**src/hdl/cpu_isa_pkg.sv**
```systemverilog
`default_nettype none

package cpu_isa_pkg;

    typedef logic [2:0] reg_idx_t;

    typedef enum logic [3:0] {
        op_nop  = 4'h0,
        op_alu  = 4'h1,
        op_addi = 4'h2,
        op_ld   = 4'h3,
        op_st   = 4'h4,
        op_beqz = 4'h5,
        op_halt = 4'hf
    } opcode_t;

    typedef enum logic [1:0] {
        fn_add = 2'b00,
        fn_sub = 2'b01,
        fn_and = 2'b10,
        fn_xor = 2'b11
    } funct_t;

    // Register format, rd = rs op rt
    typedef struct packed {
        opcode_t  opcode;
        reg_idx_t rd;
        reg_idx_t rs;
        reg_idx_t rt;
        logic     pad;
        funct_t   funct;
    } instr_r_t;

    // Immediate format for ADDI, LD, ST and BEQZ
    typedef struct packed {
        opcode_t    opcode;
        reg_idx_t   rd;          // Store data register for ST
        reg_idx_t   rs;
        logic [5:0] imm;         // Two's complement
    } instr_i_t;

    typedef union packed {
        instr_r_t r_fmt;
        instr_i_t i_fmt;
    } instr_u;

    localparam instr_u nop_instr = instr_u'({op_nop, 12'h000});

endpackage

`default_nettype wire

```
**src/hdl/cpu_pipe_pkg.sv**
```systemverilog
`default_nettype none

package cpu_pipe_pkg;

    typedef struct packed {
        logic                alu_use_imm;
        logic                mem_read;
        logic                mem_write;
        logic                reg_write;
        logic                branch;
        logic                halt;
        cpu_isa_pkg::funct_t funct;
    } ctrl_t;

    typedef struct packed {
        logic [15:0]           pc;
        logic [15:0]           read1;
        logic [15:0]           read2;
        logic [15:0]           imm;
        cpu_isa_pkg::reg_idx_t rs;
        cpu_isa_pkg::reg_idx_t rt;     // Second source, rd field for ST
        cpu_isa_pkg::reg_idx_t rd;
        ctrl_t                 ctrl;
    } idex_t;

    typedef struct packed {
        logic [15:0]           result;   // ALU value or data address
        logic [15:0]           store_data;
        cpu_isa_pkg::reg_idx_t rd;
        logic                  mem_read;
        logic                  mem_write;
        logic                  reg_write;
        logic                  halt;
    } exmem_t;

endpackage

`default_nettype wire

```
**src/hdl/cpu_core.sv**
```systemverilog
`timescale 1ns/100ps
`default_nettype none

module cpu_core #(
    parameter logic [15:0] reset_pc = 16'h0000
) (
    input  logic        clk,
    input  logic        rst_n,
    output logic [15:0] instr_addr,
    input  logic [15:0] instr_data,
    output logic        wb_cyc,
    output logic        wb_stb,
    output logic        wb_we,
    output logic [15:0] wb_adr,
    output logic [15:0] wb_dat_o,
    input  logic [15:0] wb_dat_i,
    input  logic        wb_ack,
    output logic        halted
);

    logic [15:0]           pc;
    cpu_isa_pkg::instr_u   if_id_instr;
    logic [15:0]           if_id_pc;
    cpu_pipe_pkg::idex_t   id_idex;
    cpu_pipe_pkg::idex_t   ex_idex;
    cpu_pipe_pkg::exmem_t  ex_exmem;
    cpu_pipe_pkg::exmem_t  mem_exmem;
    cpu_isa_pkg::reg_idx_t rf_raddr1;
    cpu_isa_pkg::reg_idx_t rf_raddr2;
    cpu_isa_pkg::reg_idx_t rf_waddr;
    logic [15:0]           rf_rdata1;
    logic [15:0]           rf_rdata2;
    logic [15:0]           rf_wdata;
    logic                  rf_we;
    logic                  id_uses_rt;
    logic                  hold_front;
    logic                  bubble;
    logic                  flush;
    logic                  branch_taken;
    logic [15:0]           branch_target;
    logic                  mem_busy;

    assign instr_addr = pc;
    assign id_uses_rt = id_idex.ctrl.mem_write
                      || (id_idex.ctrl.reg_write && !id_idex.ctrl.alu_use_imm);

    // PC and IF/ID
    always_ff @(posedge clk) begin
        if (!rst_n) begin
            pc          <= reset_pc;
            if_id_instr <= cpu_isa_pkg::nop_instr;
        end else if (!mem_busy) begin
            if (branch_taken) begin
                pc <= branch_target;
            end else if (!hold_front) begin
                pc <= pc + 16'd1;
            end
            if (flush) begin
                if_id_instr <= cpu_isa_pkg::nop_instr;
            end else if (!hold_front) begin
                if_id_instr <= instr_data;
                if_id_pc    <= pc;
            end
        end
    end

    // EX/MEM
    always_ff @(posedge clk) begin
        if (!rst_n) begin
            mem_exmem.mem_read  <= 1'b0;
            mem_exmem.mem_write <= 1'b0;
            mem_exmem.reg_write <= 1'b0;
            mem_exmem.halt      <= 1'b0;
        end else if (!mem_busy) begin
            mem_exmem <= ex_exmem;
        end
    end

    reg_file u_reg_file (
        .clk(clk), .rst_n(rst_n),
        .raddr1(rf_raddr1), .raddr2(rf_raddr2), .rdata1(rf_rdata1), .rdata2(rf_rdata2),
        .we(rf_we), .waddr(rf_waddr), .wdata(rf_wdata)
    );

    decode_stage u_decode (
        .instr(if_id_instr), .pc(if_id_pc),
        .rf_raddr1(rf_raddr1), .rf_raddr2(rf_raddr2),
        .rf_rdata1(rf_rdata1), .rf_rdata2(rf_rdata2),
        .idex(id_idex)
    );

    hazard_unit u_hazard (
        .id_rs(id_idex.rs), .id_rt(id_idex.rt), .id_uses_rt(id_uses_rt),
        .ex_rd(ex_idex.rd), .ex_mem_read(ex_idex.ctrl.mem_read),
        .branch_taken(branch_taken),
        .hold_front(hold_front), .bubble(bubble), .flush(flush)
    );

    idex_reg u_idex_reg (
        .clk(clk), .rst_n(rst_n), .hold(mem_busy), .bubble(bubble),
        .idex_in(id_idex), .idex_out(ex_idex)
    );

    execute_stage u_execute (
        .idex(ex_idex), .fwd(mem_exmem), .exmem(ex_exmem),
        .branch_taken(branch_taken), .branch_target(branch_target)
    );

    wb_mem_ctrl u_mem_ctrl (
        .clk(clk), .rst_n(rst_n), .exmem(mem_exmem),
        .wb_cyc(wb_cyc), .wb_stb(wb_stb), .wb_we(wb_we),
        .wb_adr(wb_adr), .wb_dat_o(wb_dat_o), .wb_dat_i(wb_dat_i), .wb_ack(wb_ack),
        .rf_we(rf_we), .rf_waddr(rf_waddr), .rf_wdata(rf_wdata),
        .mem_busy(mem_busy), .halted(halted)
    );

endmodule

`default_nettype wire

```
**src/hdl/decode_stage.sv**
```systemverilog
`timescale 1ns/100ps
`default_nettype none

module decode_stage (
    input  cpu_isa_pkg::instr_u   instr,
    input  logic [15:0]           pc,
    output cpu_isa_pkg::reg_idx_t rf_raddr1,
    output cpu_isa_pkg::reg_idx_t rf_raddr2,
    input  logic [15:0]           rf_rdata1,
    input  logic [15:0]           rf_rdata2,
    output cpu_pipe_pkg::idex_t   idex
);

    cpu_pipe_pkg::ctrl_t dec_ctrl;
    logic                is_store;

    assign is_store  = (instr.i_fmt.opcode == cpu_isa_pkg::op_st);
    assign rf_raddr1 = instr.r_fmt.rs;
    assign rf_raddr2 = is_store ? instr.i_fmt.rd : instr.r_fmt.rt;

    always_comb begin
        dec_ctrl = '0;
        case (instr.r_fmt.opcode)
            cpu_isa_pkg::op_alu: begin
                dec_ctrl.reg_write = 1'b1;
                dec_ctrl.funct     = instr.r_fmt.funct;
            end
            cpu_isa_pkg::op_addi: begin
                dec_ctrl.alu_use_imm = 1'b1;
                dec_ctrl.reg_write   = 1'b1;
            end
            cpu_isa_pkg::op_ld: begin
                dec_ctrl.alu_use_imm = 1'b1;
                dec_ctrl.mem_read    = 1'b1;
                dec_ctrl.reg_write   = 1'b1;
            end
            cpu_isa_pkg::op_st: begin
                dec_ctrl.alu_use_imm = 1'b1;
                dec_ctrl.mem_write   = 1'b1;
            end
            cpu_isa_pkg::op_beqz: dec_ctrl.branch = 1'b1;
            cpu_isa_pkg::op_halt: dec_ctrl.halt   = 1'b1;
            default: ;                                   // NOP and unused codes
        endcase
    end

    always_comb begin
        idex.pc    = pc;
        idex.read1 = rf_rdata1;
        idex.read2 = rf_rdata2;
        idex.imm   = {{10{instr.i_fmt.imm[5]}}, instr.i_fmt.imm};
        idex.rs    = rf_raddr1;
        idex.rt    = rf_raddr2;
        idex.rd    = instr.r_fmt.rd;
        idex.ctrl  = dec_ctrl;
    end

endmodule

`default_nettype wire

```
**src/hdl/execute_stage.sv**
```systemverilog
`timescale 1ns/100ps
`default_nettype none

module execute_stage (
    input  cpu_pipe_pkg::idex_t  idex,
    input  cpu_pipe_pkg::exmem_t fwd,
    output cpu_pipe_pkg::exmem_t exmem,
    output logic                 branch_taken,
    output logic [15:0]          branch_target
);

    logic [15:0] op_a;
    logic [15:0] op_b;
    logic [15:0] alu_b;
    logic [15:0] alu_out;

    // Bypass from the instruction one stage ahead
    assign op_a  = (fwd.reg_write && fwd.rd == idex.rs) ? fwd.result : idex.read1;
    assign op_b  = (fwd.reg_write && fwd.rd == idex.rt) ? fwd.result : idex.read2;
    assign alu_b = idex.ctrl.alu_use_imm ? idex.imm : op_b;

    always_comb begin
        case (idex.ctrl.funct)
            cpu_isa_pkg::fn_add: alu_out = op_a + alu_b;   // Also ADDI and addresses
            cpu_isa_pkg::fn_sub: alu_out = op_a - alu_b;
            cpu_isa_pkg::fn_and: alu_out = op_a & alu_b;
            cpu_isa_pkg::fn_xor: alu_out = op_a ^ alu_b;
            default:             alu_out = op_a + alu_b;
        endcase
    end

    always_comb begin
        exmem.result     = alu_out;
        exmem.store_data = op_b;
        exmem.rd         = idex.rd;
        exmem.mem_read   = idex.ctrl.mem_read;
        exmem.mem_write  = idex.ctrl.mem_write;
        exmem.reg_write  = idex.ctrl.reg_write;
        exmem.halt       = idex.ctrl.halt;
    end

    assign branch_taken  = idex.ctrl.branch && (op_a == 16'h0000);
    assign branch_target = idex.pc + 16'd1 + idex.imm;

endmodule

`default_nettype wire

```
**src/hdl/hazard_unit.sv**
```systemverilog
`timescale 1ns/100ps
`default_nettype none

module hazard_unit (
    input  cpu_isa_pkg::reg_idx_t id_rs,
    input  cpu_isa_pkg::reg_idx_t id_rt,
    input  logic                  id_uses_rt,
    input  cpu_isa_pkg::reg_idx_t ex_rd,
    input  logic                  ex_mem_read,
    input  logic                  branch_taken,
    output logic                  hold_front,
    output logic                  bubble,
    output logic                  flush
);

    logic load_use;

    // Load result is not ready until after the memory stage
    assign load_use = ex_mem_read && ((ex_rd == id_rs) || (id_uses_rt && ex_rd == id_rt));

    assign flush      = branch_taken;
    assign hold_front = load_use && !branch_taken;   // Branch wins
    assign bubble     = load_use || branch_taken;

endmodule

`default_nettype wire

```
**src/hdl/idex_reg.sv**
```systemverilog
`timescale 1ns/100ps
`default_nettype none

module idex_reg (
    input  logic                clk,
    input  logic                rst_n,
    input  logic                hold,
    input  logic                bubble,
    input  cpu_pipe_pkg::idex_t idex_in,
    output cpu_pipe_pkg::idex_t idex_out
);

    cpu_pipe_pkg::idex_t idex_next;

    // Payload is kept, only the side effects are zeroed
    always_comb begin
        idex_next = idex_in;
        if (bubble) begin
            idex_next.ctrl.mem_read  = 1'b0;
            idex_next.ctrl.mem_write = 1'b0;
            idex_next.ctrl.reg_write = 1'b0;
            idex_next.ctrl.branch    = 1'b0;
            idex_next.ctrl.halt      = 1'b0;
        end
    end

    always_ff @(posedge clk) begin
        if (!rst_n) begin
            idex_out.ctrl <= '0;
        end else if (!hold) begin
            idex_out <= idex_next;
        end
    end

endmodule

`default_nettype wire

```
**src/hdl/reg_file.sv**
```systemverilog
`timescale 1ns/100ps
`default_nettype none

module reg_file (
    input  logic                  clk,
    input  logic                  rst_n,
    input  cpu_isa_pkg::reg_idx_t raddr1,
    input  cpu_isa_pkg::reg_idx_t raddr2,
    output logic [15:0]           rdata1,
    output logic [15:0]           rdata2,
    input  logic                  we,
    input  cpu_isa_pkg::reg_idx_t waddr,
    input  logic [15:0]           wdata
);

    logic [15:0] regs [8];

    always_ff @(posedge clk) begin
        if (!rst_n) begin
            regs <= '{default: '0};
        end else if (we) begin
            regs[waddr] <= wdata;
        end
    end

    // Write-through covers the writeback to decode distance
    assign rdata1 = (we && waddr == raddr1) ? wdata : regs[raddr1];
    assign rdata2 = (we && waddr == raddr2) ? wdata : regs[raddr2];

endmodule

`default_nettype wire

```
**src/hdl/wb_mem_ctrl.sv**
```systemverilog
`timescale 1ns/100ps
`default_nettype none

module wb_mem_ctrl (
    input  logic                  clk,
    input  logic                  rst_n,
    input  cpu_pipe_pkg::exmem_t  exmem,
    output logic                  wb_cyc,
    output logic                  wb_stb,
    output logic                  wb_we,
    output logic [15:0]           wb_adr,
    output logic [15:0]           wb_dat_o,
    input  logic [15:0]           wb_dat_i,
    input  logic                  wb_ack,
    output logic                  rf_we,
    output cpu_isa_pkg::reg_idx_t rf_waddr,
    output logic [15:0]           rf_wdata,
    output logic                  mem_busy,
    output logic                  halted
);

    typedef enum logic [1:0] {
        s_idle,
        s_access,
        s_done,
        s_halt
    } state_t;

    state_t state;
    state_t state_next;
    logic   mem_op;

    assign mem_op = exmem.mem_read || exmem.mem_write;

    always_comb begin
        state_next = state;
        case (state)
            s_idle: begin
                if (exmem.halt) state_next = s_halt;
                else if (mem_op) state_next = s_access;
            end
            s_access: if (wb_ack) state_next = s_done;
            s_done:   state_next = s_idle;   // Bus released, pipeline moves
            default:  state_next = s_halt;
        endcase
    end

    always_ff @(posedge clk) begin
        if (!rst_n) begin
            state <= s_idle;
        end else begin
            state <= state_next;
        end
    end

    assign wb_cyc   = (state == s_access);
    assign wb_stb   = (state == s_access);
    assign wb_we    = (state == s_access) && exmem.mem_write;
    assign wb_adr   = exmem.result;
    assign wb_dat_o = exmem.store_data;

    // Loads write on ack, everything else while passing through idle
    assign rf_we    = (state == s_access) ? (exmem.mem_read && wb_ack)
                    : (state == s_idle && exmem.reg_write && !mem_op && !exmem.halt);
    assign rf_waddr = exmem.rd;
    assign rf_wdata = (state == s_access) ? wb_dat_i : exmem.result;

    assign mem_busy = (state == s_idle && (mem_op || exmem.halt))
                    || state == s_access || state == s_halt;
    assign halted   = (state == s_halt);

    a_adr_stable: assert property (
        @(posedge clk) disable iff (!rst_n)
        (wb_stb && !wb_ack) |=> $stable(wb_adr)
    ) else $error("wb_mem_ctrl: address moved during a bus cycle");

    a_ctrl_stable: assert property (
        @(posedge clk) disable iff (!rst_n)
        (wb_stb && !wb_ack) |=> ($stable(wb_we) && $stable(wb_dat_o))
    ) else $error("wb_mem_ctrl: write enable or data moved during a bus cycle");

endmodule

`default_nettype wire

```
**config.mk**
```make
export PLATFORM = sky130hd
export DESIGN_NAME = cpu_core
export DESIGN_NICKNAME = d
export VERILOG_FILES = /design/src/hdl/cpu_isa_pkg.sv /design/src/hdl/cpu_pipe_pkg.sv /design/src/hdl/cpu_core.sv /design/src/hdl/decode_stage.sv /design/src/hdl/execute_stage.sv /design/src/hdl/hazard_unit.sv /design/src/hdl/idex_reg.sv /design/src/hdl/reg_file.sv /design/src/hdl/wb_mem_ctrl.sv
export SDC_FILE = /design/constraint.sdc
export NUM_CORES = 1
export LEC_CHECK = 0
export BUFFER_PORTS_ARGS = -buffer_cell sky130_fd_sc_hd__buf_4
export CORE_MARGIN = 2
export CORE_UTILIZATION = 60
export CTS_CLUSTER_DIAMETER = 120
export DETAILED_ROUTE_END_ITERATION = 12
export HOLD_SLACK_MARGIN = 0.02
export PLACE_DENSITY_LB_ADDON = 0.12
export SLEW_MARGIN = 10
export SYNTH_ARGS = -nofsm -noshare
export SYNTH_HDL_FRONTEND = slang
export SYNTH_SLANG_ARGS = --single-unit
```
**constraint.sdc**
```tcl
create_clock -name clk -period 17.02 [get_ports clk]
set_input_delay 2.553 -clock clk [delete_from_list [all_inputs] [get_ports clk]]
set_output_delay 2.553 -clock clk [all_outputs]
set_load 0.01 [all_outputs]
```
==> results.cfg, run 1 <==
[timing]
fmaxAchievable_mhz = 190
finalHoldViolCount = 0
whs_ns = 0.418
min_period_over_period_pct = 30.9
setup_repair_after_global_routing_missed_its_margin = false
finalWorstPathRequiredPeriod_ns = 5.25
setup_total_negative_slack_ns = 0
max_slew.worst_pin.slew_ns = 1.22
setup_viol = 0
slew_headroom_pct = 16.0
drv_slew = 0
fin_skew_ns = 0.0177

[synthesis]
synth_cell_count_leaders = nor2_1 (225), nand2_1 (203), dfxtp_1 (174)
synthesis.instances = 1679
asyncSetResetFlopFracSynth_pct = 0
synth_edf_count = 114
yosysWarnings = 0
post-synth-top-area-cell = dfxtp_1
synth.lib_cells_used.distinct = 79
yosys_most_used_dff = dfxtp_1
ys_seq_area_share_pct = 43.4
yosysMostFrequentCell = nor2_1
synth_largest_type_area_fraction_pct = 21.9
synth.cell_area_sq_mm = 0.0159
synth_area_per_cell_sq_um = 9.48
mappedNetlistNets = 1767
ys_seq_elements = 288
synth.top_cells.by_area = dfxtp_1 (22%), edfxtp_1 (22%), a211oi_1 (7.1%)

[critical_path]
setup.worst_path.class = flip-flop to flip-flop
timing.critical_path.cells = xnor2_2 -> and4_4 -> a221oi_2 -> ha_1 -> nand3_1 -> or3_1 -> nor4_1 -> a21oi_1 -> xnor2_1 -> ha_1 -> a21o_1 -> a211oi_1 -> nor2_1 -> a31oi_1 -> nor3_1 -> mux2_4 -> a2111oi_2
timing.critical_path.to_type = flip-flop
worst_path_largest_cell_delay_ns = 0.61
worst-endpoint-arrival_ns = 5.64
timing.critical_path.slowest_stage_cell = edfxtp_1
critical_path.startpoint_type = flip-flop
critical_path.max_fanout = 24
crit_top_cell = ha_1
worst_ep_required_time_ns = 17.40

[floorplan]
design.die.area_sq_mm = 0.0278
die_w_um = 167
fp-row-count = 59
die_h_um = 167
initial_core_util_pct = 61.1
core_area_sq_mm = 0.0261
io_pins = 87

[grt]
grt_remaining_overflow = 0
grt.met3_usage_pct = 4.90
antenna_found_initial = 0
number_of_global_route_vias_before_repair = 12042
grt-busiest-layer = met2
global_route.usage.total_pct = 29.9
met2_usage_pct = 46.8
global_route_wire_length_before_repair_um = 67200
grt_util_met1_pct = 42.4
grt_max_degree = 73

[detailed_routing]
detail_route.iter0.violations = 1435
wire_per_inst_um = 20.7
remaining_drc_errors = 0
routed_via_density = 6.34
vias = 12935
dr.pass1.iters = 5
antenna_left = 0
detail_route.wirelength_um = 42200

[layout]
fillers = 2090
regArea_sq_mm = 0.00691
total_area_of_multi_input_combinational_cells_sq_mm = 0.00824
synthToLayoutAreaGrowth_pct = 11.2
layout_cell_share_with_drive_strength_beyond_1_pct = 16.3
final_nets = 1767
diodes = 0

[run_status]
result_of_the_run = completed

[placement]
port-buffer-count = 86
dpl.hpwl_um = 27900
gp_congestion = 0.911

[clock_network]
worst_skew_pair.late_latency_ns = 0.58
number_of_gates_resized_after_cts = 0
library_cell_used_as_clock_root_buffer = clkbuf_16
numCtsBuffers = 31
postCtsSetupBuffers = 0
tritoncts = built
cts_hold_repair.buffers = 0
ctsLongestPathBuffers = 3
clk_pin_slew_worst_paths_ns = 0.07
cts_h_tree_depth = 1
clock_sink_count = 288

[job]
max_cap_viols = 0

[pwr]
power.density_mw_per_mm2 = 170
cellLeakagePower_nw = 6.27
power.ir.vdd_worst_mv = 0.135

[worst_hold_path]
hold_class = flip-flop to flip-flop
## worst max-delay path, delay by kind of cell (launching register included)
| family | cells | cell delay (ns) |
|---|---|---|
| AO/OA/AOI/OAI | 6 | 1.57 |
| adder cells (fa/ha/maj) | 2 | 0.62 |
| XOR/XNOR | 2 | 0.47 |
| AND/OR/NAND/NOR | 6 | 1.50 |
| flip-flops | 1 | 0.61 |
| multiplexers | 1 | 0.28 |
## metrics by stage
step / power, mW / worst slack (ns) / std cells / area (sq um) / utilization [%]
2_1_floorplan: 1.93 / 9.35 / 1679 / 15900 / -
3_3_place_gp: 2.23 / 12.07 / 1981 / 16600 / 63.6
3_5_place_dp: 2.26 / 11.91 / 1981 / 16600 / 63.6
4_1_cts: 3.00 / 11.85 / 2039 / 17700 / 67.9
5_1_grt: 3.19 / 11.31 / 2039 / 17700 / 67.9
6_report: 3.01 / 11.77 / 2039 / 17700 / 67.9
## sequential cells by signal, indices dropped and copies added (netlist names)
| name | count |
|---|---|
| u_reg_file.regs | 128 |
| mem_exmem | 39 |
| instr_addr | 16 |
| if_id_instr | 16 |
| u_idex_reg.idex_out | 71 |
| if_id_pc | 16 |
| u_mem_ctrl.state | 2 |
## final timing paths
check / startpoint / end / slack [ns] / cells past startpoint
worst max-delay path: mem_exmem[5] / mem_exmem[38] / 11.77 / 17
worst min register to register: if_id_pc[7] / u_idex_reg.idex_out[72] / 0.42 / 0
worst max register to register: mem_exmem[5] / mem_exmem[38] / 11.77 / 17
worst min-delay path: if_id_pc[7] / u_idex_reg.idex_out[72] / 0.42 / 0
## cells by family after synthesis
logic type      synth area share (%)
compound gates                  17.6
flops                           43.4
fa+ha+maj                       4.26
buf+inv                         5.27
mux                             9.53
simple gates                    16.8
xor+xnor                        3.13
## final cells by class
class,instances,area share (%)
inverter,33,0.714
sequential,288,39.1
timing repair buffer,115,4.88
tap,335,2.37
clock inverter,22,1.71
clock buffer,36,4.66
multi-input combinational,1210,46.6
## report_power, final
part           internal (mW)  switching (mW)  total (mW)  leakage [nW]
combinational          0.477           0.774        1.25          3.18
sequential             0.897           0.127        1.02          2.53
clock                  0.453           0.285       0.738         0.549
total                   1.83            1.19        3.01          6.27
## metal layers
metal | vias to the layer above | share of wire [%]
li1 | 6142 | -
met1 | 6167 | 43
met2 | 529 | 46
met4 | 0 | 3.1
met3 | 97 | 7.7
met5 | - | 0
## cells in the final DEF (no fill, tap or decap), types with 11 or more instances in the layout
cell | netlist | layout
nor2_1 | 225 | 221
nand2_1 | 203 | 203
dfxtp_1 | 174 | 172
a211oi_1 | 151 | 151
buf_4 | 34 | 115
edfxtp_1 | 114 | 114
a21oi_1 | 75 | 75
ha_1 | 51 | 51
and3_1 | 42 | 42
o21ai_0 | 40 | 40
mux2_2 | 36 | 36
mux2i_1 | 35 | 33
xnor2_1 | 32 | 32
mux4_2 | 32 | 32
inv_1 | 32 | 31
clkbuf_16 | 0 | 31
nor3_1 | 27 | 24
a31oi_1 | 20 | 20
nand3_1 | 19 | 19
a22oi_1 | 19 | 19
xor2_1 | 18 | 18
a311oi_1 | 18 | 18
nand2b_1 | 13 | 13
o31ai_1 | 11 | 11
o21ai_1 | 11 | 11
No activity file was read; power rests on OpenSTA's default activity.
==> inputs of run 2 (changes only) <==
==> constraint.sdc (replaced) <==
create_clock -name clk -period 5.31 [get_ports clk]
set_input_delay 0.7965 -clock clk [delete_from_list [all_inputs] [get_ports clk]]
set_output_delay 0.7965 -clock clk [all_outputs]
set_load 0.01 [all_outputs]
==> run 2 against run 1 <==
- global-route usage up 0.40 points
- count of clock-buffer cells in the layout up 15
- clock power rose to 2.8 times the previous value
- core utilization down 0.33 points
- critical path depth unchanged
==> results.cfg, run 2 (same netlist as run 1, synthesis figures left out) <==
[clock_network]
cts_hold_repair.buffers = 0
clk_pin_slew_worst_paths_ns = 0.06
library_cell_used_as_clock_root_buffer = clkbuf_16
ctsLongestPathBuffers = 3
numCtsBuffers = 31
postCtsSetupBuffers = 0
worst_skew_pair.late_latency_ns = 0.57
tritoncts = built
clock_sink_count = 288
cts_h_tree_depth = 1

[placement]
gp_congestion = 0.928
post_place_cells = 1985
post-place-ws_ns = 0.351
dpl.hpwl_um = 28800
port-buffer-count = 86
placed_area_sq_mm = 0.0166

[timing]
worst_slack_ns = 0.367
min_period_over_period_pct = 93.1
setup_repair_after_global_routing_missed_its_margin = false
setup_total_negative_slack_ns = 0
finalWorstPathRequiredPeriod_ns = 4.94
whs_ns = 0.414
fin_skew_ns = 0.0220
drv_slew = 0
fmaxAchievable_mhz = 202
slew_headroom_pct = 21.0
setup_viol = 0
finalHoldViolCount = 0
max_slew.worst_pin.slew_ns = 1.15

[detailed_routing]
remaining_drc_errors = 0
detail_route.wirelength_um = 43200
dr.pass1.iters = 5
routed_via_density = 6.37
detail_route.iter0.violations = 1401
antenna_left = 0
vias = 13019
wire_per_inst_um = 21.1

[floorplan]
core_area_sq_mm = 0.0261
fp-row-count = 59
die_w_um = 167
design.die.area_sq_mm = 0.0278
initial_core_util_pct = 61.1
die_h_um = 167
io_pins = 87

[worst_hold_path]
hold_path_end = u_idex_reg.idex_out[67]
hold_path.startpoint = if_id_pc[2]
hold_class = flip-flop to flip-flop
min_path_cells = 0

[pwr]
cellLeakagePower_nw = 6.23
power.density_mw_per_mm2 = 536
report.power.total_mw = 9.43
power.ir.vdd_worst_mv = 0.472

[critical_path]
timing.critical_path.max_delay_family = compound AO/OA/AOI/OAI gates
timing.critical_path.to_type = flip-flop
critical_path.reg2reg.endpoint = mem_exmem[38]
number_of_buffers_and_inverters_on_the_critical_path = 0
reg2reg_slack_ns = 0.37
worst_path_largest_cell_delay_ns = 0.55
crit-reg2reg-launch = mem_exmem[4]
critical_path.startpoint_type = flip-flop
timing.critical_path.slowest_stage_cell = edfxtp_1
timing.critical_path.cells = xnor2_4 -> and4_4 -> a221oi_2 -> ha_1 -> nand3_1 -> or3_1 -> nor4_2 -> a21oi_1 -> xnor2_1 -> ha_1 -> a21o_1 -> a211oi_1 -> nor2_1 -> a31oi_1 -> nor3_1 -> mux2_4 -> a2111oi_2
critical_path.max_fanout = 24
worst-endpoint-arrival_ns = 5.31
crit_top_cell = ha_1
setup.worst_path.class = flip-flop to flip-flop
worst_r2r_path_depth = 17
worst_ep_required_time_ns = 5.67

[job]
max_cap_viols = 0

[layout]
mostFrequentLayoutCell = nor2_1
final_nets = 1771
layout.cells.non_filler = 2043
largest_register_ffs = 128
diodes = 0
synthToLayoutAreaGrowth_pct = 10.7
biggestRegsByFlops = u_reg_file.regs (128), u_idex_reg.idex_out (71), mem_exmem (39)
layout.cells.most_common_list = nor2_1 (221), nand2_1 (203), dfxtp_1 (172)
max_flop_register = u_reg_file.regs
finish.utilization_pct = 67.6
layout_cell_share_with_drive_strength_beyond_1_pct = 16.3
finish.instance_area_sq_mm = 0.0176

[run_status]
result_of_the_run = completed

[grt]
global_route.usage.total_pct = 30.3
antenna_found_initial = 0
grt_max_degree = 94
grt_remaining_overflow = 0
global_route_wire_length_before_repair_um = 67900
number_of_global_route_vias_before_repair = 12177
run 2: area by class of cell:
type	instances	area, sq um
clock buffer	51	962
clock inverter	7	38.8
fill	2119	8450
inverter	33	126
multi-input combinational	1210	8260
sequential	288	6910
tap	335	419
timing repair buffer	119	893
run 2: worst register-to-register path, stage by stage, from the launching register on:
cell       delay, ns
edfxtp_1        0.55
xnor2_4         0.26
and4_4          0.32
a221oi_2        0.41
ha_1            0.25
nand3_1         0.12
or3_1           0.44
nor4_2          0.29
a21oi_1         0.13
xnor2_1         0.15
ha_1            0.38
a21o_1          0.18
a211oi_1        0.25
nor2_1          0.07
a31oi_1         0.26
nor3_1          0.09
mux2_4          0.27
a2111oi_2       0.33
run 2: routing by layer:
layer / vias up / global-route usage, % / routed length (um)
met5: - / 0 / 0
met4: 0 / 8.81 / 1170
met3: 86 / 3.90 / 2940
met2: 540 / 49.0 / 20400
met1: 6257 / 43.0 / 18700
li1: 6136 / - / -
run 2: timing repair:
action | 4_1_cts | 5_1_grt
endpoints found under the setup margin | 0 | 1
endpoints found under the hold margin | 0 | 0
gates resized for setup | 0 | 1
run 2: worst max-delay path by stage:
stage	cells after the start	start	endpoint
after CTS	17	mem_exmem[4]	mem_exmem[38]
final	17	mem_exmem[4]	mem_exmem[38]
after floorplan	19	mem_exmem[4]	mem_exmem[38]
after global placement	17	mem_exmem[4]	mem_exmem[38]
after detailed placement	17	mem_exmem[4]	mem_exmem[38]
after global routing	17	mem_exmem[4]	mem_exmem[38]
run 2: power breakdown:
| part | leakage [nW] | internal [mW] | total (mW) | switching [mW] |
|---|---|---|---|---|
| logic | 3.20 | 1.54 | 4.04 | 2.50 |
| registers | 2.53 | 2.87 | 3.29 | 0.419 |
| clock network | 0.499 | 1.23 | 2.10 | 0.873 |
| total | 6.23 | 5.64 | 9.43 | 3.79 |
